## src/hdl/mem_pipe_macros.svh

```systemverilog
`ifndef MEM_PIPE_MACROS_SVH
`define MEM_PIPE_MACROS_SVH

// Datapath and register file
`define MEM_DWORD_WIDTH     64
`define MEM_EADDR_WIDTH     64
`define MEM_REG_ADDR_WIDTH  5

// 2 KiB local data memory
`define MEM_DEPTH_DWORDS    256
`define MEM_INDEX_WIDTH     8
`define MEM_OFFSET_WIDTH    3

`endif
```

## src/hdl/mem_pipe_pkg.sv

```systemverilog
`include "mem_pipe_macros.svh"

package mem_pipe_pkg;

  typedef enum logic [3:0]
  {
    e_lb    = 4'h0
    , e_lh  = 4'h1
    , e_lw  = 4'h2
    , e_ld  = 4'h3
    , e_lbu = 4'h4
    , e_lhu = 4'h5
    , e_lwu = 4'h6
    , e_sb  = 4'h7
    , e_sh  = 4'h8
    , e_sw  = 4'h9
    , e_sd  = 4'ha
    , e_flw = 4'hb
    , e_fld = 4'hc
    , e_fsw = 4'hd
    , e_fsd = 4'he
  } mem_op_e;

  typedef enum logic [1:0]
  {
    e_size_b   = 2'b00
    , e_size_h = 2'b01
    , e_size_w = 2'b10
    , e_size_d = 2'b11
  } mem_size_e;

  // Agen to memory stage
  typedef struct packed
  {
    logic                            load;
    logic                            store;
    logic                            sign_ext;
    logic                            float_op;
    mem_size_e                       size;
    logic [`MEM_REG_ADDR_WIDTH-1:0]  rd_addr;
    logic [`MEM_INDEX_WIDTH-1:0]     index;
    logic [`MEM_OFFSET_WIDTH-1:0]    offset;
    logic [`MEM_DWORD_WIDTH-1:0]     data;
    logic                            misaligned;
    logic                            access_fault;
  } agen_pkt_s;

  // Memory to align stage
  typedef struct packed
  {
    logic                            load;
    logic                            store;
    logic                            sign_ext;
    logic                            float_op;
    mem_size_e                       size;
    logic [`MEM_REG_ADDR_WIDTH-1:0]  rd_addr;
    logic [`MEM_INDEX_WIDTH-1:0]     index;
    logic [`MEM_OFFSET_WIDTH-1:0]    offset;
  } mem_pkt_s;

  typedef struct packed
  {
    logic [`MEM_REG_ADDR_WIDTH-1:0]  rd_addr;
    logic [`MEM_DWORD_WIDTH-1:0]     rd_data;
  } wb_pkt_s;

endpackage

```

## src/hdl/mem_load_align.sv

```systemverilog
`timescale 1ns/1ps
`include "mem_pipe_macros.svh"

module mem_load_align
  import mem_pipe_pkg::*;
  (input                                    clk_i
   , input                                  reset_i

   , input                                  v_i
   , input mem_pkt_s                        pkt_i
   , input [`MEM_DWORD_WIDTH-1:0]           rdata_i

   , output wb_pkt_s                        iwb_pkt_o
   , output logic                           iwb_v_o
   , input                                  iwb_yumi_i
   , output wb_pkt_s                        fwb_pkt_o
   , output logic                           fwb_v_o
   , input                                  fwb_yumi_i
   );

  logic [`MEM_DWORD_WIDTH-1:0] shifted;
  logic [`MEM_DWORD_WIDTH-1:0] load_data;
  logic                        byte_sign;
  logic                        half_sign;
  logic                        word_sign;
  logic                        wb_en;
  logic                        wb_v_r;
  logic                        wb_float_r;
  wb_pkt_s                     wb_pkt_r;

  // Bring the addressed bytes down to lane 0
  assign shifted = rdata_i >> {pkt_i.offset, 3'b000};

  assign byte_sign = pkt_i.sign_ext & shifted[7];
  assign half_sign = pkt_i.sign_ext & shifted[15];
  assign word_sign = pkt_i.sign_ext & shifted[31];

  always_comb
    case (pkt_i.size)
      e_size_b: load_data = {{56{byte_sign}}, shifted[7:0]};
      e_size_h: load_data = {{48{half_sign}}, shifted[15:0]};
      // flw gets NaN-boxed with all ones above the word
      e_size_w: load_data = {{32{word_sign | pkt_i.float_op}}, shifted[31:0]};
      default:  load_data = shifted;
    endcase

  // Register is free when empty or drained this cycle
  assign wb_en = ~wb_v_r | iwb_yumi_i | fwb_yumi_i;

  always_ff @(posedge clk_i)
    begin
      if (reset_i)
        wb_v_r <= 1'b0;
      else if (wb_en)
        wb_v_r <= v_i & pkt_i.load;
    end

  always_ff @(posedge clk_i)
    begin
      if (wb_en)
        begin
          wb_float_r       <= pkt_i.float_op;
          wb_pkt_r.rd_addr <= pkt_i.rd_addr;
          wb_pkt_r.rd_data <= load_data;
        end
    end

  assign iwb_pkt_o = wb_pkt_r;
  assign fwb_pkt_o = wb_pkt_r;
  assign iwb_v_o   = wb_v_r & ~wb_float_r;
  assign fwb_v_o   = wb_v_r &  wb_float_r;

endmodule

```

## config.mk

```make
export PLATFORM = sky130hd
export DESIGN_NAME = mem_load_align
export DESIGN_NICKNAME = d
export VERILOG_FILES = /design/src/hdl/mem_pipe_pkg.sv /design/src/hdl/mem_load_align.sv
export VERILOG_INCLUDE_DIRS = /design/src /design/src/hdl
export SDC_FILE = /design/constraint.sdc
export NUM_CORES = 1
export LEC_CHECK = 0
export BUFFER_PORTS_ARGS = -buffer_cell sky130_fd_sc_hd__buf_2
export CAP_MARGIN = 20
export CORE_MARGIN = 5
export CORE_UTILIZATION = 34
export CTS_CLUSTER_DIAMETER = 50
export DETAILED_ROUTE_END_ITERATION = 6
export GPL_ROUTABILITY_DRIVEN = 0
export PLACE_DENSITY = 0.64
export SYNTH_ARGS = -nofsm -noshare
export SYNTH_HDL_FRONTEND = slang
export SYNTH_SLANG_ARGS = --single-unit
```

## constraint.sdc

```tcl
create_clock -name clk_i -period 8.89 [get_ports clk_i]
set_clock_uncertainty 0.15 [all_clocks]
set_input_delay 2.667 -clock clk_i [delete_from_list [all_inputs] [get_ports clk_i]]
set_output_delay 2.667 -clock clk_i [all_outputs]
set_load 0.1 [all_outputs]
```

Word level (Yosys, flattened, before mapping)
Index checks and enable logic that the tools add are counted.
W data, S select, Z words.
Word-level totals
  register bits after elaboration: 71
  output and inout port bits: 140
Cells by class
  shift-type cells: 1
  equality and inequality tests: 2
  reduce and logical (&&, ||, !) cells: 1
  mux-type cells: 1
  bitwise gates (word level): 11
Operator list (number)
  $pmux W64 S3: 1
  $shr A64 B6 Y64: 1
  $and A1 B1 Y1: 6
  $or A1 B1 Y1: 3
  $eq A2 B1 Y1 const B: 1
  $eq A2 B2 Y1 const B: 1
  $logic_not A2 Y1: 1
  $not A1 Y1: 2

Depth between registers and ports, before layout
Gate-level depths: netlist of the first run.
  word-level depth: 4
  gate-level depth with buffers: 8

Worst setup path before layout of the first run
OpenSTA, ideal clock, no wires.
  path kind: input to register
  start: input iwb_yumi_i
  end: register wb_pkt_r, in the netlist fwb_pkt_o[0] (enable)
  cell stages on the path: 2
  path slack: 4090 ps
  path buffers: 0
  arrival: 3917 ps
  cell sequence: nor2_1 -> nand2_1
On the way
  longest elaborated chain between the ends: 2
RTL lines
  start, declared: RTL line mem_load_align.sv:15  | , input iwb_yumi_i
  $or A1 B1 Y1 (2 in a row): RTL line mem_load_align.sv:48  | assign wb_en = ~wb_v_r | iwb_yumi_i | fwb_yumi_i;
  named net wb_en: RTL line mem_load_align.sv:26  | logic wb_en;
  end, declared: RTL line mem_load_align.sv:29  | wb_pkt_s wb_pkt_r;
The timed path passes the listed nets, and every way through them passes these cells.
A chain may end at the register's enable or synchronous reset.

Worst setup path after layout of the first run
  start: input pkt_i[2] (netlist name)
  end: register wb_pkt_r, in the netlist fwb_pkt_o[52], data pin
On the way
  longest elaborated chain between the ends: 4
  elaborated cells on any way between the ends: 6
  classes of those cells: shift (1); mux (1); bitwise (4)
RTL lines
  start, declared: RTL line mem_load_align.sv:10  | , input mem_pkt_s pkt_i
  $shr A64 B6 Y64 *: RTL line mem_load_align.sv:32  | assign shifted = rdata_i >> {pkt_i.offset, 3'b000};
  $and A1 B1 Y1: RTL line mem_load_align.sv:36  | assign word_sign = pkt_i.sign_ext & shifted[31];
  $or A1 B1 Y1: RTL line mem_load_align.sv:43  | e_size_w: load_data = {{32{word_sign | pkt_i.float_op}}, shifted[31:0]};
  $pmux W64 S3 *: RTL line mem_load_align.sv:39  | case (pkt_i.size)
  named net load_data[52]: RTL line mem_load_align.sv:22  | logic [`MEM_DWORD_WIDTH-1:0] load_data;
Mark *: on every way through the listed nets, which the timed path passes. The rest lies on a longest branch.

==> results.md, run 1 <==
- DR pass1 iterations: 5
- Crit-path cells: buf_2 > nand2b_1 > o2111ai_1 > a31oi_1 > o311a_1 > buf_8 > o21ai_1
- Outcome: complete, no violations
- Wire length of the first global-routing pass: 21300 um
- CTS hold repair buffers: 0
- Reg clk slew, reported paths: 0.06 ns
- Synth Area in Compound Gates: 10.9%
- WP data required: 8.82 ns
- Worst slew margin: 34.1%
- Leakage: 2.92 nW
- Largest family of logic cells by synthesized area: multiplexers
- Final setup vio count: 0
- F_max: 184 MHz
- ANT nets after route: 0
- Crit path time final: 5.43 ns
- Syn Inst Count: 452
- Critical path arrival: 5.36 ns
- HPWL after DPL: 11100 um
- Synthesis-to-layout area growth: 21.2%
- CTS tree: built
- Post-synthesis sequential area ratio: 44.3%
- XOR/XNOR Fraction of Synth Area: 0%
- Finished Core Util: 42.0%
- Commonest non-fill, non-tap cell in the layout: buf_2
- Share of cells above drive strength 1: 44.4%
- R2r setup slk: 7.27 ns
- Max VDD drop: 0.143 mV
- Seq pwr share: 26.9%
- DP Cell Count: 757
- Ys async rst share: 0%
- Setup Fix Bufs, Post-CTS: 0
- Via density: 5.05
- Warnings, synthesis: 0
- Worst path buffer plus inverter count: 2
- Hold Fails Final Rpt: 0
- Synthesized Nets: 543
- Crit path max-delay cell type: buf_2
- Setup crit end kind: flip-flop
- Mapped Area: 4790 sq um
- Post-CTS Resized: 0
- Post-synth EDFFs: 70
- DIE AREA: 16500 sq um
- Vias in the first global route: 3761
- Critical Path Max Stage Delay: 0.66 ns
- Hold Path Class: flip-flop to flip-flop
- Unique masters post-synth: 42
- RSZ-0062 raised after global routing: false
- Max cap viols: 0
- Final Cycle Share: 61.1%
- Die Wd: 129 um
- WL/cell: 19.0 um
- Die height: 129 um
- Grt ovf: 0
- CTS H-tree lvls: 3
- Pwr dens: 280 nW/um^2
- Post-synthesis simple-gate area fraction: 11.3%
- CP Launch Type: input pin
- Most used flip-flop cell after synthesis: edfxtp_1
- IO Port Bufs: 221
- CTS Buffer Depth: 2
- Final nets: 679
- Clk pwr share: 24.1%
- # rows: 43
- Overall routing resource usage: 17.1%
- Switching part of the total power: 52.3%
- Switch Pwr: 0.000849 W
- Initial antenna violation count: 3
- Worst slew pin tran: 0.988 ns
- Comb pwr share: 48.9%
- Power Internal: 0.000774 W
- Drc violations: 0
- Starting Density: 34.6%
- Multiplexer share of the synthesized area: 18.7%
- Final non-filler cell total: 775
- Setup Total Neg Slack: 0 ns
- Clock Latency Late Sink: 0.34 ns
- #FFs+latches synth: 71
- Core footprint: 13800 sq um
- CTS buffer count: 9
- Most frequent cells in the layout: buf_2, nand2_1, edfxtp_1
- Post-Route WL: 14700 um
- Slew Viols, Final: 0
- Post-Syn Area per Cell: 10.6 sq um
- Via count: 3912
- Fraction of the mapped netlist area in adder cells: 0%
- Maximum number of pins on one net before global-route repair: 72
- I/O pin cnt: 231
- Top delay family on crit path: compound AO/OA/AOI/OAI gates
- Worst Path Max Fanout: 38
- Number of DRC markers in iteration 0: 343
- Crit Path Category: input pin to flip-flop
- Clock root cell: clkbuf_16
- Fill count: 1351
- Clk sinks: 71
-- cells by family after synthesis --
logic type      count (synthesis)
simple gates                  126
buf+inv                       105
compound gates                 81
flops                          71
mux                            69
-- cell usage after synthesis, types with 2 or more instances --
library cell | instances | area (sq um)
clkbuf_1 | 8 | 30.0
nand2b_1 | 5 | 31.3
mux2_1 | 6 | 67.6
a31o_1 | 2 | 17.5
mux4_2 | 15 | 338
inv_1 | 5 | 18.8
a211oi_1 | 2 | 15.0
and3b_1 | 3 | 26.3
mux2i_1 | 45 | 450
buf_1 | 2 | 7.51
nor2_1 | 6 | 22.5
buf_2 | 16 | 80.1
a21o_1 | 15 | 113
o21ai_0 | 26 | 130
o22ai_1 | 15 | 93.8
edfxtp_1 | 70 | 2100
nand2_1 | 100 | 375
mux2_4 | 2 | 30.0
buf_4 | 70 | 526
a21oi_1 | 2 | 10.0
o21ai_1 | 9 | 45.0
buf_6 | 2 | 22.5
a31oi_1 | 3 | 18.8
nor2b_1 | 5 | 31.3
-- per-layer routing --
layer  track usage (%)  part of all wire (%)
met4              7.66                   2.7
met3              4.57                   9.5
met2              26.1                    46
met5                 0                 0.047
met1              22.9                    42
-- worst min-delay path: cells and delay by family, from the launching register on --
kind	cells	cell delay (ns)
and+or+nand+nor	1	0.72
DFF	1	0.34
AOI/OAI and AO/OA	1	0.13
-- per-stage QoR --
step / setup slack [ns] / total power, W / hold slack, ns / instance area (sq um)
5_1_grt: 3.23 / 0.00167 / 1.18 / 5800
3_5_place_dp: 3.07 / 0.00124 / 1.10 / 5480
3_3_place_gp: 2.86 / 0.00124 / 1.07 / 5460
4_1_cts: 3.43 / 0.00164 / 1.12 / 5800
2_1_floorplan: 4.09 / 0.00117 / 1.79 / 4790
6_report: 3.46 / 0.00162 / 1.08 / 5800
-- registers in the layout, summed over array words and instances (netlist names) --
signal,flops
fwb_pkt_o,69
wb_float_r,1
wb_v_r,1
-- final cells by class --
cell class / count / area [sq um] / area share (%)
Antenna cell: 2 / 5.00 / 0.0863
Tap cell: 180 / 225 / 3.88
Clock inverter: 7 / 95.1 / 1.64
Multi-Input combinational cell: 276 / 1970 / 33.9
Inverter: 6 / 22.5 / 0.388
Sequential cell: 71 / 2120 / 36.6
Clock buffer: 9 / 225 / 3.88
Timing Repair Buffer: 224 / 1140 / 19.6
-- power groups by stage --
stage | Combinational, W | Clock, W | Sequential [W]
global placement | 0.000793 | 0 | 0.000443
detailed placement | 0.000796 | 0 | 0.000444
global route | 0.000817 | 0.000415 | 0.000443
finish | 0.000794 | 0.000392 | 0.000437
CTS | 0.000797 | 0.000402 | 0.000439
floorplan | 0.000439 | 0 | 0.000731
-- path summary, 6_finish.rpt --
check	from	end	cells after the start
setup / recovery	pkt_i[2]	fwb_pkt_o[52]	7
hold / removal	wb_v_r	wb_v_r	2
setup reg to reg	wb_v_r	fwb_pkt_o[45]	1
hold reg to reg	wb_v_r	wb_v_r	2
Note: power is estimated with default switching activity, not from simulation.
==> run 2: changes to the inputs <==
--- a/config.mk
+++ b/config.mk
@@ -6,6 +6,7 @@
 export SDC_FILE = /design/constraint.sdc
 export NUM_CORES = 1
 export LEC_CHECK = 0
+export ABC_AREA = 1
 export BUFFER_PORTS_ARGS = -buffer_cell sky130_fd_sc_hd__buf_2
 export CAP_MARGIN = 20
 export CORE_MARGIN = 5
==> constraint.sdc (replaced) <==
create_clock -name clk_i -period 5.3 [get_ports clk_i]
set_clock_uncertainty 0.15 [all_clocks]
set_input_delay 1.59 -clock clk_i [delete_from_list [all_inputs] [get_ports clk_i]]
set_output_delay 1.59 -clock clk_i [all_outputs]
set_load 0.1 [all_outputs]
==> run 2 against run 1 <==
Against the previous run: design area about the same; critical path depth down 1; sequential cell count stayed put; sequential power increased by 67%; first-iteration DRC count rose by 21%; clock-buffer cell count is 3 higher; via count increased by 17%; critical path type unchanged; largest cell class unchanged; largest power group unchanged.
==> results.md, run 2 <==
- HPWL after DPL: 11500 um (was 11100 um)
- Setup Total Neg Slack: 0 ns (unchanged)
- Post-Route WL: 15300 um (was 14700 um)
- Mapped Area: 4860 sq um (was 4790 sq um)
- Hold Path Class: flip-flop to flip-flop (unchanged)
- Clock root cell: clkbuf_16 (unchanged)
- Core footprint: 13900 sq um (was 13800 sq um)
- DP Cell Count: 922 (was 757)
- I/O pin cnt: 231 (unchanged)
- Most numerous cell in the Yosys netlist: nand2_1 (unchanged)
- Critical path arrival: 3.70 ns (was 5.36 ns)
- Via count: 4559 (was 3912)
- CTS buffer count: 9 (unchanged)
- R2r setup slk: 3.60 ns (was 7.27 ns)
- Post-Syn Area per Cell: 7.74 sq um (was 10.6 sq um)
- Syn Inst Count: 628 (was 452)
- Fill count: 1425 (was 1351)
- Crit Path Category: input pin to flip-flop (unchanged)
- Drc violations: 0 (unchanged)
- Share of cells above drive strength 1: 33.1% (was 44.4%)
- IO Port Bufs: 221 (unchanged)
- Slew Viols, Final: 0 (unchanged)
- Clock Latency Late Sink: 0.33 ns (was 0.34 ns)
- Vias in the first global route: 4126 (was 3761)
- Max reg flops: 69 (unchanged)
- Warnings, synthesis: 0 (unchanged)
- Max cap viols: 0 (unchanged)
- WL/cell: 16.3 um (was 19.0 um)
- Post-synthesis sequential area ratio: 43.7% (was 44.3%)
- Die Wd: 130 um (was 129 um)
- CTS H-tree lvls: 3 (unchanged)
- Setup crit end kind: flip-flop (unchanged)
- Post-synth EDFFs: 70 (unchanged)
- Most frequent cells in the layout: buf_2, nand2_1, o21ai_0 (was buf_2, nand2_1, edfxtp_1)
- Worst Path Max Fanout: 28 (was 38)
- CP Launch Type: input pin (unchanged)
- Final setup vio count: 0 (unchanged)
- Final non-filler cell total: 939 (was 775)
- Synthesized Nets: 719 (was 543)
- CTS hold repair buffers: 0 (unchanged)
- Ys async rst share: 0% (unchanged)
- Synthesis-to-layout area growth: 19.3% (was 21.2%)
- #FFs+latches synth: 71 (unchanged)
- Max VDD drop: 0.154 mV (was 0.143 mV)
- CTS Buffer Depth: 2 (unchanged)
- DR pass1 iterations: 5 (unchanged)
- Clk sinks: 71 (unchanged)
- Pwr dens: 437 nW/um^2 (was 280 nW/um^2)
- CTS tree: built (unchanged)
- Die height: 130 um (was 129 um)
- Setup Fix Bufs, Post-CTS: 0 (unchanged)
- DIE AREA: 16800 sq um (was 16500 sq um)
- Worst slew margin: 34.4% (was 34.1%)
- Overall routing resource usage: 17.6% (was 17.1%)
- Final Cycle Share: 71.9%
- Ant. Diodes: 0 (was 2)
- WP data required: 5.19 ns (was 8.82 ns)
- Top cells by area, synth: edfxtp_1, nand2_1, buf_4, o21ai_0, nand4_1 (was edfxtp_1, buf_4, mux2i_1, nand2_1, mux4_2)
- Top cell type's share of synthesized area: 43.2% (was 43.9%)
- Reg clk slew, reported paths: 0.06 ns (about the same)
- Hold Fails Final Rpt: 0 (unchanged)
- Commonest non-fill, non-tap cell in the layout: buf_2 (unchanged)
- ANT nets after route: 0 (unchanged)
- Post-CTS Resized: 0 (unchanged)
- RSZ-0062 raised after global routing: false (unchanged)
- Unique masters post-synth: 25 (was 42)
- Leakage: 3.01 nW (was 2.92 nW)
- F_max: 263 MHz
- Wire length of the first global-routing pass: 22700 um (was 21300 um)
- Via density: 4.86 (was 5.05)
- Final nets: 845 (was 679)
- Number of DRC markers in iteration 0: 414 (was 343)
- Grt ovf: 0 (unchanged)
- Leading area contributor after synthesis: edfxtp_1 (unchanged)
- Worst slew pin tran: 0.984 ns (was 0.988 ns)
- Synth cell count leaders: nand2_1, o21ai_0, buf_4, edfxtp_1, nand3_1 (was nand2_1, buf_4, edfxtp_1)
- Starting Density: 34.9% (was 34.6%)
- Maximum number of pins on one net before global-route repair: 72 (unchanged)
- Outcome: complete, no violations (unchanged)
- Crit path time final: 3.81 ns
- Initial antenna violation count: 1 (was 3)
- Most used flip-flop cell after synthesis: edfxtp_1 (unchanged)
- # rows: 43 (unchanged)
[run 2: changes by cell type in the layout (fill, tap and decap cells not counted), moves of 20 or more]
| cell | previous run | this run |
|---|---|---|
| nand4_1 | 0 | 32 |
| o21ai_0 | 26 | 71 |
| mux2i_1 | 45 | 5 |
| nand3_1 | 0 | 35 |
| inv_1 | 5 | 25 |
| nand2_1 | 99 | 215 |
[run 2: layout make-up]
cell class                 instances  area, sq um  area share [%]
inverter                          28          105            1.81
multi-input combinational        414         1910            32.9
sequential                        71         2120            36.6
clock inverter                     4         25.0           0.432
tap                              180          225            3.89
clock buffer                      12          236            4.08
timing repair buffer             230         1180            20.3
[run 2: report_power, final]
part | total, W | leakage (nW) | switching (W) | internal (W)
logic | 0.00127 | 2.10 | 0.00111 | 0.000159
clock network | 0.000535 | 0.123 | 0.000220 | 0.000315
registers | 0.000729 | 0.789 | 0.0000353 | 0.000694
[run 2: critical path, cell delays in order]
cell and delay, ns:
buf_2 0.27, inv_1 0.80, nand2_1 0.23, nand3_2 0.32, buf_4 0.31, nand4_1 0.16
[run 2: metal layers]
layer | up-vias | track usage [%] | wire length, um
met4 | 2 | 6.11 | 342
met3 | 23 | 4.08 | 1460
met1 | 1996 | 27.0 | 7040
li1 | 2302 | - | -
met5 | - | 0 | 7
met2 | 236 | 24.2 | 6430
[run 2: path summary, 6_finish.rpt]
check / start / to / depth (start not counted)
worst max-delay path: pkt_i[2] / fwb_pkt_o[36] / 6
worst min-delay path: wb_v_r / wb_v_r / 3
worst max register to register: wb_v_r / fwb_pkt_o[60] / 2
worst min register to register: wb_v_r / wb_v_r / 3
[run 2: logic make-up (layout without fill, tap and decap cells)]
kind of cell	count (synthesis)	count (layout)	share of synthesized area (%)
AND/OR/NAND/NOR	307	307	26.6
flip-flops	71	71	43.7
multiplexers	5	5	1.03
AO/OA/AOI/OAI	102	102	11.5
buffers and inverters	143	274	17.3
[run 2: through the flow]
step | setup slack [ns] | cell area (sq um) | util, % | hold slack, ns | total power [W]
2_1_floorplan | 1.57 | 4860 | - | 1.51 | 0.00189
3_3_place_gp | 1.25 | 5520 | 39.6 | 1.18 | 0.00201
3_5_place_dp | 1.21 | 5520 | 39.6 | 1.18 | 0.00202
4_1_cts | 1.57 | 5790 | 41.5 | 1.20 | 0.00256
5_1_grt | 1.37 | 5800 | 41.6 | 1.24 | 0.00263
6_report | 1.49 | 5800 | 41.6 | 1.13 | 0.00253
