<file path="config.mk">
export PLATFORM = sky130hd
export DESIGN_NAME = mem_agen
export DESIGN_NICKNAME = d
export VERILOG_FILES = /design/src/hdl/mem_pipe_pkg.sv /design/src/hdl/mem_agen.sv
export VERILOG_INCLUDE_DIRS = /design/src /design/src/hdl
export SDC_FILE = /design/constraint.sdc
export NUM_CORES = 1
export LEC_CHECK = 0
export BUFFER_PORTS_ARGS = -buffer_cell sky130_fd_sc_hd__buf_2
export CORE_ASPECT_RATIO = 0.6
export CORE_UTILIZATION = 45
export DETAILED_ROUTE_END_ITERATION = 10
export PLACE_DENSITY = 0.77
export RECOVER_POWER = 100
export SLEW_MARGIN = 20
export SYNTH_ARGS = -nofsm -noshare
export SYNTH_HDL_FRONTEND = slang
export SYNTH_SLANG_ARGS = --single-unit
export TNS_END_PERCENT = 30
</file>
<file path="constraint.sdc">
create_clock -name vclk -period 4.5
set_clock_uncertainty 0.05 [all_clocks]
set_input_delay 0.225 -clock vclk [all_inputs]
set_output_delay 0.225 -clock vclk [all_outputs]
set_load 0.005 [all_outputs]
</file>
<file path="src/hdl/mem_pipe_macros.svh">
`ifndef MEM_PIPE_MACROS_SVH
`define MEM_PIPE_MACROS_SVH

// Datapath and register file
`define MEM_DWORD_WIDTH     64
`define MEM_EADDR_WIDTH     64
`define MEM_REG_ADDR_WIDTH  5

// 2 KiB local data memory
`define MEM_DEPTH_DWORDS    256
`define MEM_INDEX_WIDTH     8
`define MEM_OFFSET_WIDTH    3

`endif
</file>
<file path="src/hdl/mem_pipe_pkg.sv">
`include "mem_pipe_macros.svh"

package mem_pipe_pkg;

  typedef enum logic [3:0]
  {
    e_lb    = 4'h0
    , e_lh  = 4'h1
    , e_lw  = 4'h2
    , e_ld  = 4'h3
    , e_lbu = 4'h4
    , e_lhu = 4'h5
    , e_lwu = 4'h6
    , e_sb  = 4'h7
    , e_sh  = 4'h8
    , e_sw  = 4'h9
    , e_sd  = 4'ha
    , e_flw = 4'hb
    , e_fld = 4'hc
    , e_fsw = 4'hd
    , e_fsd = 4'he
  } mem_op_e;

  typedef enum logic [1:0]
  {
    e_size_b   = 2'b00
    , e_size_h = 2'b01
    , e_size_w = 2'b10
    , e_size_d = 2'b11
  } mem_size_e;

  // Agen to memory stage
  typedef struct packed
  {
    logic                            load;
    logic                            store;
    logic                            sign_ext;
    logic                            float_op;
    mem_size_e                       size;
    logic [`MEM_REG_ADDR_WIDTH-1:0]  rd_addr;
    logic [`MEM_INDEX_WIDTH-1:0]     index;
    logic [`MEM_OFFSET_WIDTH-1:0]    offset;
    logic [`MEM_DWORD_WIDTH-1:0]     data;
    logic                            misaligned;
    logic                            access_fault;
  } agen_pkt_s;

  // Memory to align stage
  typedef struct packed
  {
    logic                            load;
    logic                            store;
    logic                            sign_ext;
    logic                            float_op;
    mem_size_e                       size;
    logic [`MEM_REG_ADDR_WIDTH-1:0]  rd_addr;
    logic [`MEM_INDEX_WIDTH-1:0]     index;
    logic [`MEM_OFFSET_WIDTH-1:0]    offset;
  } mem_pkt_s;

  typedef struct packed
  {
    logic [`MEM_REG_ADDR_WIDTH-1:0]  rd_addr;
    logic [`MEM_DWORD_WIDTH-1:0]     rd_data;
  } wb_pkt_s;

endpackage

</file>
<file path="src/hdl/mem_agen.sv">
`timescale 1ns/1ps
`include "mem_pipe_macros.svh"

module mem_agen
  import mem_pipe_pkg::*;
  (input                                    reservation_v_i
   , input mem_op_e                         op_i
   , input [`MEM_DWORD_WIDTH-1:0]           rs1_i
   , input [`MEM_DWORD_WIDTH-1:0]           rs2_i
   , input [`MEM_DWORD_WIDTH-1:0]           imm_i
   , input [`MEM_REG_ADDR_WIDTH-1:0]        rd_addr_i

   , output logic                           agen_v_o
   , output agen_pkt_s                      agen_pkt_o
   );

  localparam int range_lsb_lp = `MEM_INDEX_WIDTH + `MEM_OFFSET_WIDTH;

  logic [`MEM_EADDR_WIDTH-1:0]  eaddr;
  logic [`MEM_OFFSET_WIDTH-1:0] offset;
  logic [`MEM_DWORD_WIDTH-1:0]  store_data;
  logic                         load;
  logic                         store;
  logic                         sign_ext;
  logic                         float_op;
  logic                         misaligned;
  logic                         out_of_range;
  mem_size_e                    size;

  assign eaddr  = rs1_i + imm_i;
  assign offset = eaddr[`MEM_OFFSET_WIDTH-1:0];

  assign load     = op_i inside {e_lb, e_lh, e_lw, e_ld, e_lbu, e_lhu, e_lwu, e_flw, e_fld};
  assign store    = op_i inside {e_sb, e_sh, e_sw, e_sd, e_fsw, e_fsd};
  assign sign_ext = op_i inside {e_lb, e_lh, e_lw, e_ld};
  assign float_op = op_i inside {e_flw, e_fld, e_fsw, e_fsd};

  always_comb
    case (op_i)
      e_lb, e_lbu, e_sb:               size = e_size_b;
      e_lh, e_lhu, e_sh:               size = e_size_h;
      e_lw, e_lwu, e_sw, e_flw, e_fsw: size = e_size_w;
      default:                         size = e_size_d;
    endcase

  always_comb
    case (size)
      e_size_b: misaligned = 1'b0;
      e_size_h: misaligned = offset[0];
      e_size_w: misaligned = |offset[1:0];
      default:  misaligned = |offset;
    endcase

  // Anything past the local 2 KiB faults
  assign out_of_range = |eaddr[`MEM_EADDR_WIDTH-1:range_lsb_lp];

  // Replicate store data so every lane holds it
  always_comb
    case (size)
      e_size_b: store_data = {8{rs2_i[7:0]}};
      e_size_h: store_data = {4{rs2_i[15:0]}};
      e_size_w: store_data = {2{rs2_i[31:0]}};
      default:  store_data = rs2_i;
    endcase

  assign agen_v_o = reservation_v_i & (load | store);

  assign agen_pkt_o = '{load         : load
                        ,store        : store
                        ,sign_ext     : sign_ext
                        ,float_op     : float_op
                        ,size         : size
                        ,rd_addr      : rd_addr_i
                        ,index        : eaddr[range_lsb_lp-1:`MEM_OFFSET_WIDTH]
                        ,offset       : offset
                        ,data         : store_data
                        ,misaligned   : misaligned
                        ,access_fault : ~misaligned & out_of_range
                        };

endmodule

</file>
; ---- Yosys cells after proc, flatten, opt, wreduce, memory -nomap -nowiden
; Memory sizes are Yosys's and may differ from the RTL's.
; Index checks and enable logic that the tools add are counted.
[op_classes]
n_addsub = 1
mux = 2
bitwise = 4
n_eq_ne = 16
magnitude_cmp = 0
shift = 0
div = 0
n_reduce_logical = 9
n_mul = 0
[ops]
columns = op, n
row1 = 64-bit case mux with 3 select lines, 1
row2 = 64-bit adder, 1
row3 = 53-bit OR reduction, 1
row4 = "4-bit == test, second input constant", 7
row5 = "4-bit by 3-bit == test with 1-bit output, second input constant", 4
row6 = 9-bit nonzero test, 1
row7 = "4-bit by 2-bit == test with 1-bit output, second input constant", 2
row8 = 4-bit nonzero test, 2
row9 = 6-bit nonzero test, 1
row10 = "4-bit by 1-bit == test with 1-bit output, second input constant", 1
row11 = 4-bit logical NOT, 1
row12 = 1-bit case mux with 3 select lines, 1
row13 = 3-bit OR reduction, 1
row14 = 1-bit bitwise AND, 2
row15 = "2-bit by 1-bit == test with 1-bit output, second input constant", 1
row16 = "2-bit == test, second input constant", 1
row17 = 2-bit logical NOT, 1
row18 = 2-bit OR reduction, 1
row19 = 1-bit inverter, 1
row20 = 1-bit bitwise OR, 1
[totals]
n_memories = 1
word_cells = 33
out_inout_bits = 89
regBits = 0
latch_bits = 0
input_bits = 202
rom_bits = 32
ram_bits = 0
[memory_table]
columns = name, words, width, rd, rd_clocked_by_memory_dff, write_ports, line
row1 = (name not given), 16, 2, 1, 0, 0, mem_agen.sv:39  ; case (op_i)

; ---- Logic depth before layout (Yosys ltp)
; Gate-level depths: netlist of the first run.
[depth]
word_depth = 5
ltp_mapped = 14
depth_no_buf = 14

; ---- Worst setup path before layout of the first run
; No wires, ideal clock.
[synth_path]
kind = input -> output
startpoint = input port rs1_i[0]
endpoint = output port agen_pkt_o[0] (netlist name)
arrival_time_ns = 3.320
slack_ns = 0.905
path_buffers = 0
t_required_ns = 4.225
path_stages = 14
path_cell_list = ha_1 -> inv_1 -> fa_1 -> and2b_1 -> o2111ai_1 -> a2111oi_2 -> nor3_1 -> o311ai_1 -> o41ai_1 -> or4_1 -> a2111oi_0 -> nand4b_1 -> nor4_1 -> a31oi_1
[synth_rtl]
columns = element, line
row1 = start: declaration, mem_agen.sv:8  ; , input [`MEM_DWORD_WIDTH-1:0] rs1_i
row2 = end: declaration, mem_agen.sv:14  ; , output agen_pkt_s agen_pkt_o

==> results of run 1 <==
layout make-up:
class	count	area [um2]	share of cell area, %
multi-input combinational	831	5430	73.9
inverter	24	90.1	1.23
tap	165	206	2.81
timing repair buffer	321	1630	22.1
critical path, cell delays in order:
cell and delay (ps):
buf_2 100, ha_1 460, nand2_1 210, or4_1 570, nand3b_1 230, nand3_1 210
xnor2_1 210, o2111ai_1 240, or4b_1 570, nor4b_2 280, nand4_1 140, nor4_2 290
a31oi_1 120, buf_2 170
cell usage in the layout (no fill, tap or decap), types with 7 or more instances in the layout:
cell,count
buf_4,36
o21a_1,18
nor3_1,15
nor2b_1,7
xor2_1,13
and3_1,8
inv_1,22
o21ai_0,60
or3_1,16
clkbuf_1,57
buf_2,226
mux2i_1,14
nand3_1,18
nor4_1,8
a21o_1,20
nand2_1,149
nor2_1,77
nand4_1,32
a21oi_1,85
xnor2_1,28
ha_1,63
mux2_2,15
o21bai_1,10
mux2_1,9
nand2b_1,13
a31oi_1,35
a211oi_1,11
o211ai_1,10
worst max path at each step:
stage	start	endpoint	slack, ps	cells past startpoint
floorplan	rs1_i[0]	agen_pkt_o[0]	910	14
global placement	rs1_i[0]	agen_pkt_o[0]	220	16
detailed placement	rs1_i[0]	agen_pkt_o[0]	120	16
CTS	rs1_i[0]	agen_pkt_o[0]	140	16
global route	op_i[2]	agen_pkt_o[42]	20	11
finish	rs1_i[22]	agen_pkt_o[0]	190	14
repair_timing:
| item | 4_1_cts | 5_1_grt |
|---|---|---|
| resized for setup | 0 | 4 |
| endpoints found under the setup margin | 0 | 1 |
| buffers inserted | 0 | 0 |
metal layers:
metal  up-vias  wire (um)
met5         -         49
met4         2        196
met3        35       5750
met2       661       9800
met1      3900      13400
li1       3962          -
synthesized netlist by cell type, types with 19 or more instances:
cell type	count
clkbuf_1	36
nor2_1	77
nand4_1	32
inv_1	22
xnor2_1	28
buf_4	19
a21oi_1	85
o21ai_0	58
a31oi_1	35
nand2_1	149
ha_1	63
a21o_1	20
mux2_2	24
through the flow:
stage	power [mW]	util [%]
2_1_floorplan	0.717	-
3_3_place_gp	1.17	60.0
3_5_place_dp	1.17	60.0
4_1_cts	1.18	60.0
5_1_grt	1.30	59.4
6_report	1.23	59.4
where the power goes:
group	total, mW	switching, mW	leakage (nW)	internal, mW
clock	0	0	0	0
combinational	1.23	0.753	3.39	0.473
sequential	0	0	0	0
logic make-up after synthesis:
kind of cell    after synthesis  share of synthesized area, %
fa+ha+maj                    64                          13.8
simple gates                372                          30.1
mux                          38                          6.99
xor+xnor                     41                          6.11
buf+inv                      98                          7.84
compound gates              316                          35.2
==> results.cfg, run 1 <==
[run_status]
status = complete, but fails checks
violations = capacitance limit, slew limit

[drt]
vias = 8560
drtAntennaViolNets = 0
wire_per_inst_um = 21.8
post-route-drc-count = 0
drtPass1Iterations = 8
drt_iter0_markers = 1153
viasPerCell = 6.38
wirelength_um = 29200

[sta]
tightestPinTransition_ps = 1800
fin_hold_ws_ps = 400
max_freq_ghz = 0.232
rsz0062_at_grt = false
setup_viol = 0
hold_viol = 0
slew-limit-headroom_pct = -20.1
setup_ws_ps = 192
drv_slew = 35
setup_tns_ps = 0
fin_crit_sh_pct = 95.7
period_needed_ps = 4310

[synthesis]
syn_area_um2 = 5870
ys_top_cells_by_area = ha_1 (13%), nand2_1 (9.5%), a21oi_1 (7.2%)
synth_cell_types = 74
synthCells = 929
yosysTopAreaCell = ha_1
synth_top_area_share_pct = 13.4
syn-num-nets = 1195
syn_avg_cell_area_um2 = 6.32
synth_seq_area_share_pct = 0
ys_warn_count = 0

[grt]
grt_max_degree = 35
antenna_found_initial = 0
grt_use_met2_pct = 49.8
grt_overflow = 0
grtUsageMet1_pct = 64.0
grt_pass1_wl_um = 43000
grt_usage_pct = 41.3
top_usage_layer = met1
grt_pass1_vias = 7481
use_met3_pct = 20.9

[die]
ios = 291
core-area_um2 = 12400
rows = 31
die_y_um = 90.5
die_w_um = 149
initial_core_util_pct = 47.5
die-area_um2 = 13500

[worst_setup_path]
crit_type = in2out
end_kind = output port
crit_required_ps = 4220
startpoint_type = primary input
crit_fanout = 8
critPathArrivalTime_ps = 4030

[finish]
fin_area_um2 = 7350
n_antenna_cell = 0
clockBufferCount = 0
instances_no_fill = 1341
area_delta_synth_final_pct = 25.2
nets = 1444
regArea_um2 = 0
drive_above_1_share_pct = 25.9
design.seq.count = 0
final.fill_count = 1306

[place]
dp.cells = 1341
dpl_cell_area_um2 = 7430
dp_hpwl_um = 25200
gp_congestion = 1.07
dp_slack_ps = 117
portBuffers = 281

[power]
peakVddDrop_uv = 77.7
power.leakage_nw = 3.39
p_per_area_nw_per_um2 = 167

[flow_run]
maxCapViolations = 1

[hold_path]
hold_end = agen_pkt_o[78]
holdPathStages = 0
hp-class = in2out
worstHoldStart = rd_addr_i[1]

[clocking]
hold_buffers = 0
No activity file was read; power rests on OpenSTA's default activity.
==> run 2, diff against run 1 <==
--- a/config.mk
+++ b/config.mk
@@ -7,10 +7,12 @@
 export NUM_CORES = 1
 export LEC_CHECK = 0
 export BUFFER_PORTS_ARGS = -buffer_cell sky130_fd_sc_hd__buf_2
+export CELL_PAD_IN_SITES_DETAIL_PLACEMENT = 1
+export CELL_PAD_IN_SITES_GLOBAL_PLACEMENT = 1
 export CORE_ASPECT_RATIO = 0.6
-export CORE_UTILIZATION = 45
+export CORE_UTILIZATION = 32
 export DETAILED_ROUTE_END_ITERATION = 10
-export PLACE_DENSITY = 0.77
+export PLACE_DENSITY = 0.82
 export RECOVER_POWER = 100
 export SLEW_MARGIN = 20
 export SYNTH_ARGS = -nofsm -noshare
==> run 2 against run 1 <==
The flow still finishes with violations (capacitance limit, slew limit). Power shrank 0.10%. Count of clock-buffer cells in the layout did not move. Global-route usage down 9.5 points. Setup slack worse by 23 ps. Cell area grew 1.6%. Routed wire length is 6.8% higher.
==> results.cfg, run 2 (synthesis gave the netlist of run 1 again) <==
[finish]
nets = 1445
instances_no_fill = 1414
design.seq.count = 0
layout_common_cells = buf_2 (221), nand2_1 (149), a21oi_1 (85), nor2_1 (77), clkbuf_1 (64)
area_delta_synth_final_pct = 27.2
drive_above_1_share_pct = 25.6
regArea_um2 = 0
clockBufferCount = 0
fin_area_um2 = 7470
final_common_cell = buf_2

[place]
dp_slack_ps = -16.6
gp_congestion = 0.961
dp.cells = 1411
portBuffers = 281
dp_hpwl_um = 27300
dpl_cell_area_um2 = 7520

[drt]
viasPerCell = 6.02
wire_per_inst_um = 22.0
drtPass1Iterations = 5
wirelength_um = 31200
drt_iter0_markers = 748
post-route-drc-count = 0
drtAntennaViolNets = 0
vias = 8519

[power]
p_int_mw = 0.473
comb_power_share_pct = 100.0
p_per_area_nw_per_um2 = 164
switchingPower_mw = 0.752
clkPwrFrac_pct = 0
power.total_mw = 1.23
power.leakage_nw = 3.39
p_sw_share_pct = 61.4
seqPwrFrac_pct = 0
peakVddDrop_uv = 64.8

[worst_setup_path]
critPathArrivalTime_ps = 4060
timing.critical_path.from = imm_i[22]
crit_fanout = 8
end_kind = output port
critical_path.slowest_cell = or4_1
crit_type = in2out
crit_chain = buf_2 > ha_1 > nand2_1 > or4_1 > nand3b_1 > nand3_1 > xnor2_1 > o2111ai_1 > or4b_1 > nor4b_2 > nand4_1 > nor4_2 > a31oi_1 > clkbuf_1
critical_path.max_stage_delay_ps = 580
crit_required_ps = 4220
critPathTopFamily = simple AND/OR/NAND/NOR gates
path_buf_inv = 2
startpoint_type = primary input

[die]
die_y_um = 107
die-area_um2 = 18900
initial_core_util_pct = 33.5
rows = 37
ios = 291
core-area_um2 = 17500
die_w_um = 177

[run_status]
violations = capacitance limit, slew limit
status = complete, but fails checks

[sta]
fin_crit_sh_pct = 96.2
rsz0062_at_grt = false
setup_viol = 0
slew-limit-headroom_pct = -9.20
drv_slew = 34
period_needed_ps = 4330
setup_tns_ps = 0
hold_viol = 0
max_freq_ghz = 0.231
setup_ws_ps = 169
tightestPinTransition_ps = 1640

[hold_path]
worstHoldStart = rd_addr_i[2]
hp-class = in2out

[flow_run]
maxCapViolations = 1

[grt]
grt_overflow = 0
grt_max_degree = 34
grt_pass1_wl_um = 46600
antenna_found_initial = 3
grt_usage_pct = 31.8
grt_pass1_vias = 7993

[clocking]
post_cts_buffers = 0
hold_buffers = 0
-- run 2: cell types whose count changed in the layout (fill, tap and decap cells not counted), sizes merged --
cell    before  now
buf        262  257
clkbuf      59   65
diode        0    3
-- run 2: repair_timing --
item	CTS	global route
gates resized for setup	1	5
endpoints found under the setup margin	1	1
pin swaps	0	2
-- run 2: power by group through the flow --
stage | clock network, mW | logic (mW) | registers [mW]
after detailed placement | 0 | 1.20 | 0
after CTS | 0 | 1.20 | 0
after floorplan | 0 | 0.717 | 0
after global routing | 0.0000000892 | 1.31 | 0
after global placement | 0 | 1.18 | 0
final | 0.0000000894 | 1.23 | 0
-- run 2: through the flow --
stage                     utilization (%)  hold WS (ps)
after floorplan                         -           481
after global placement               42.9           400
after detailed placement             42.9           400
after CTS                            42.9           400
after global routing                 42.6           400
final                                42.6           400
-- run 2: final timing paths --
| check | endpoint | slack, ps | depth (start not counted) |
|---|---|---|---|
| worst max-delay path | agen_pkt_o[0] | 170 | 14 |
| worst min-delay path | agen_pkt_o[79] | 400 | 0 |
-- run 2: final cells by class --
type                            instances  area, um2
Inverter                               24       90.1
Timing Repair Buffer                  322       1620
Multi-Input combinational cell        831       5460
Fill cell                            2467      10100
Antenna cell                            3       7.51
Tap cell                              234        293
-- run 2: per-layer routing --
metal	track usage, %	part of all wire, %
met4	3.69	0.93
met3	7.62	13
met2	43.2	38
met1	49.9	48
met5	0	0
==> run 3, diff against run 2 <==
--- a/config.mk
+++ b/config.mk
@@ -7,12 +7,10 @@
 export NUM_CORES = 1
 export LEC_CHECK = 0
 export BUFFER_PORTS_ARGS = -buffer_cell sky130_fd_sc_hd__buf_2
-export CELL_PAD_IN_SITES_DETAIL_PLACEMENT = 1
-export CELL_PAD_IN_SITES_GLOBAL_PLACEMENT = 1
 export CORE_ASPECT_RATIO = 0.6
-export CORE_UTILIZATION = 32
+export CORE_UTILIZATION = 45
 export DETAILED_ROUTE_END_ITERATION = 10
-export PLACE_DENSITY = 0.82
+export PLACE_DENSITY = 0.77
 export RECOVER_POWER = 100
 export SLEW_MARGIN = 20
 export SYNTH_ARGS = -nofsm -noshare
==> constraint.sdc (replaced) <==
create_clock -name vclk -period 5.6
set_clock_uncertainty 0.05 [all_clocks]
set_input_delay 0.28 -clock vclk [all_inputs]
set_output_delay 0.28 -clock vclk [all_outputs]
set_load 0.005 [all_outputs]
==> run 3 against run 2 <==
The run still ends with capacitance limit, slew limit left. Routed wire length shrank 7.7%. Largest power group unchanged. Flip-flop and latch count is the same. Via count shrank 1.4%. Highest routed layer unchanged. Count of clock-buffer cells in the layout is the same. Cell area shrank 5.2%. Sequential share of layout area is the same. Setup slack gained 670 ps. Global-route usage grew 8.8 points.
==> results.cfg, run 3 (synthesis gave the netlist of run 1 again) <==
[run_status]
status = complete, but fails checks
violations = capacitance limit, slew limit

[drt]
drtAntennaViolNets = 0
vias = 8399
viasPerCell = 6.43
post-route-drc-count = 0
wire_per_inst_um = 22.0
wirelength_um = 28800
drt_iter0_markers = 1058
drtPass1Iterations = 6

[hold_path]
hp-class = in2out

[sta]
setup_tns_ps = 0
fin_crit_sh_pct = 85.1
setup_viol = 0
hold_viol = 0
max_freq_ghz = 0.210
fin_hold_ws_ps = 510
tightestPinTransition_ps = 1800
rsz0062_at_grt = false
period_needed_ps = 4760
slew-limit-headroom_pct = -19.7
drv_slew = 35

[die]
ios = 291
die_y_um = 90.5
die_w_um = 149
rows = 31
die-area_um2 = 13500
initial_core_util_pct = 47.5
core-area_um2 = 12400

[power]
seqPwrFrac_pct = 0
comb_power_share_pct = 100.0
switchingPower_mw = 0.595
p_sw_share_pct = 62.5
peakVddDrop_uv = 67.3
p_int_mw = 0.356
p_per_area_nw_per_um2 = 134
clkPwrFrac_pct = 0
power.leakage_nw = 3.24
power.total_mw = 0.952

[finish]
n_antenna_cell = 0
final_common_cell = buf_2
drive_above_1_share_pct = 23.4
nets = 1409
regArea_um2 = 0
area_delta_synth_final_pct = 20.6
design.seq.count = 0
final.fill_count = 1285
instances_no_fill = 1306
layout_common_cells = buf_2 (226), nand2_1 (149), a21oi_1 (85), nor2_1 (77), ha_1 (63)
clockBufferCount = 0

[grt]
grt_overflow = 0
grtUsageMet1_pct = 66.1
grt_use_met2_pct = 45.6
grt_pass1_wl_um = 42000
top_usage_layer = met1
grt_usage_pct = 40.6
antenna_found_initial = 0
grt_pass1_vias = 6984
use_met3_pct = 19.4
grt_max_degree = 35

[clocking]
hold_buffers = 0
cts_resized = 0
post_cts_buffers = 0

[worst_setup_path]
startpoint_type = primary input
crit_fanout = 8
crit_required_ps = 5270
critPathArrivalTime_ps = 4430
crit_type = in2out
end_kind = output port

[place]
dp.cells = 1306
portBuffers = 281
gp_congestion = 1.06
dp_hpwl_um = 25100

[flow_run]
maxCapViolations = 1
## run 3: changes by cell type in the layout (fill, tap and decap cells not counted), sizes merged
| cell | delta |
|---|---|
| buf | -28 |
| clkbuf | -8 |
| diode | -3 |
## run 3: final timing paths
check | start | endpoint | slack [ps] | cells after the start
setup / recovery | rs1_i[20] | agen_pkt_o[0] | 840 | 14
hold / removal | rd_addr_i[1] | agen_pkt_o[78] | 510 | 0
## run 3: power by group through the flow
stage          clock (mW)  sequential (mW)  combinational, mW
2_1_floorplan           0                0              0.576
3_3_place_gp            0                0              0.916
3_5_place_dp            0                0              0.913
4_1_cts                 0                0              0.918
5_1_grt                 0                0               1.01
6_report                0                0              0.952
## run 3: cell type report
type | count | area (um2) | share of cell area (%)
inverter | 24 | 90.1 | 1.27
multi-input combinational | 831 | 5410 | 76.5
timing repair buffer | 286 | 1370 | 19.3
tap | 165 | 206 | 2.92
## run 3: routing by layer
metal | up-vias | share of wire, %
li1 | 3888 | -
met1 | 3780 | 47
met2 | 709 | 33
met3 | 22 | 19
met4 | 0 | 0.73
met5 | - | 0
## run 3: per-stage QoR
step           worst slack [ps]  util [%]  area, um2
2_1_floorplan              1900         -       5870
3_3_place_gp               1130      57.9       7160
3_5_place_dp               1150      57.9       7160
4_1_cts                    1130      57.9       7160
5_1_grt                     515      57.2       7080
6_report                    836      57.2       7080
## run 3: critical path, cell delays in order
cell,delay (ps)
buf_2,100
ha_1,470
nand4_1,290
or4_1,590
nand3b_1,230
nand3_1,240
xnor2_1,230
o2111ai_1,320
or4b_1,630
nor4b_2,290
nand4_1,130
nor4_1,330
a31oi_1,130
buf_2,160
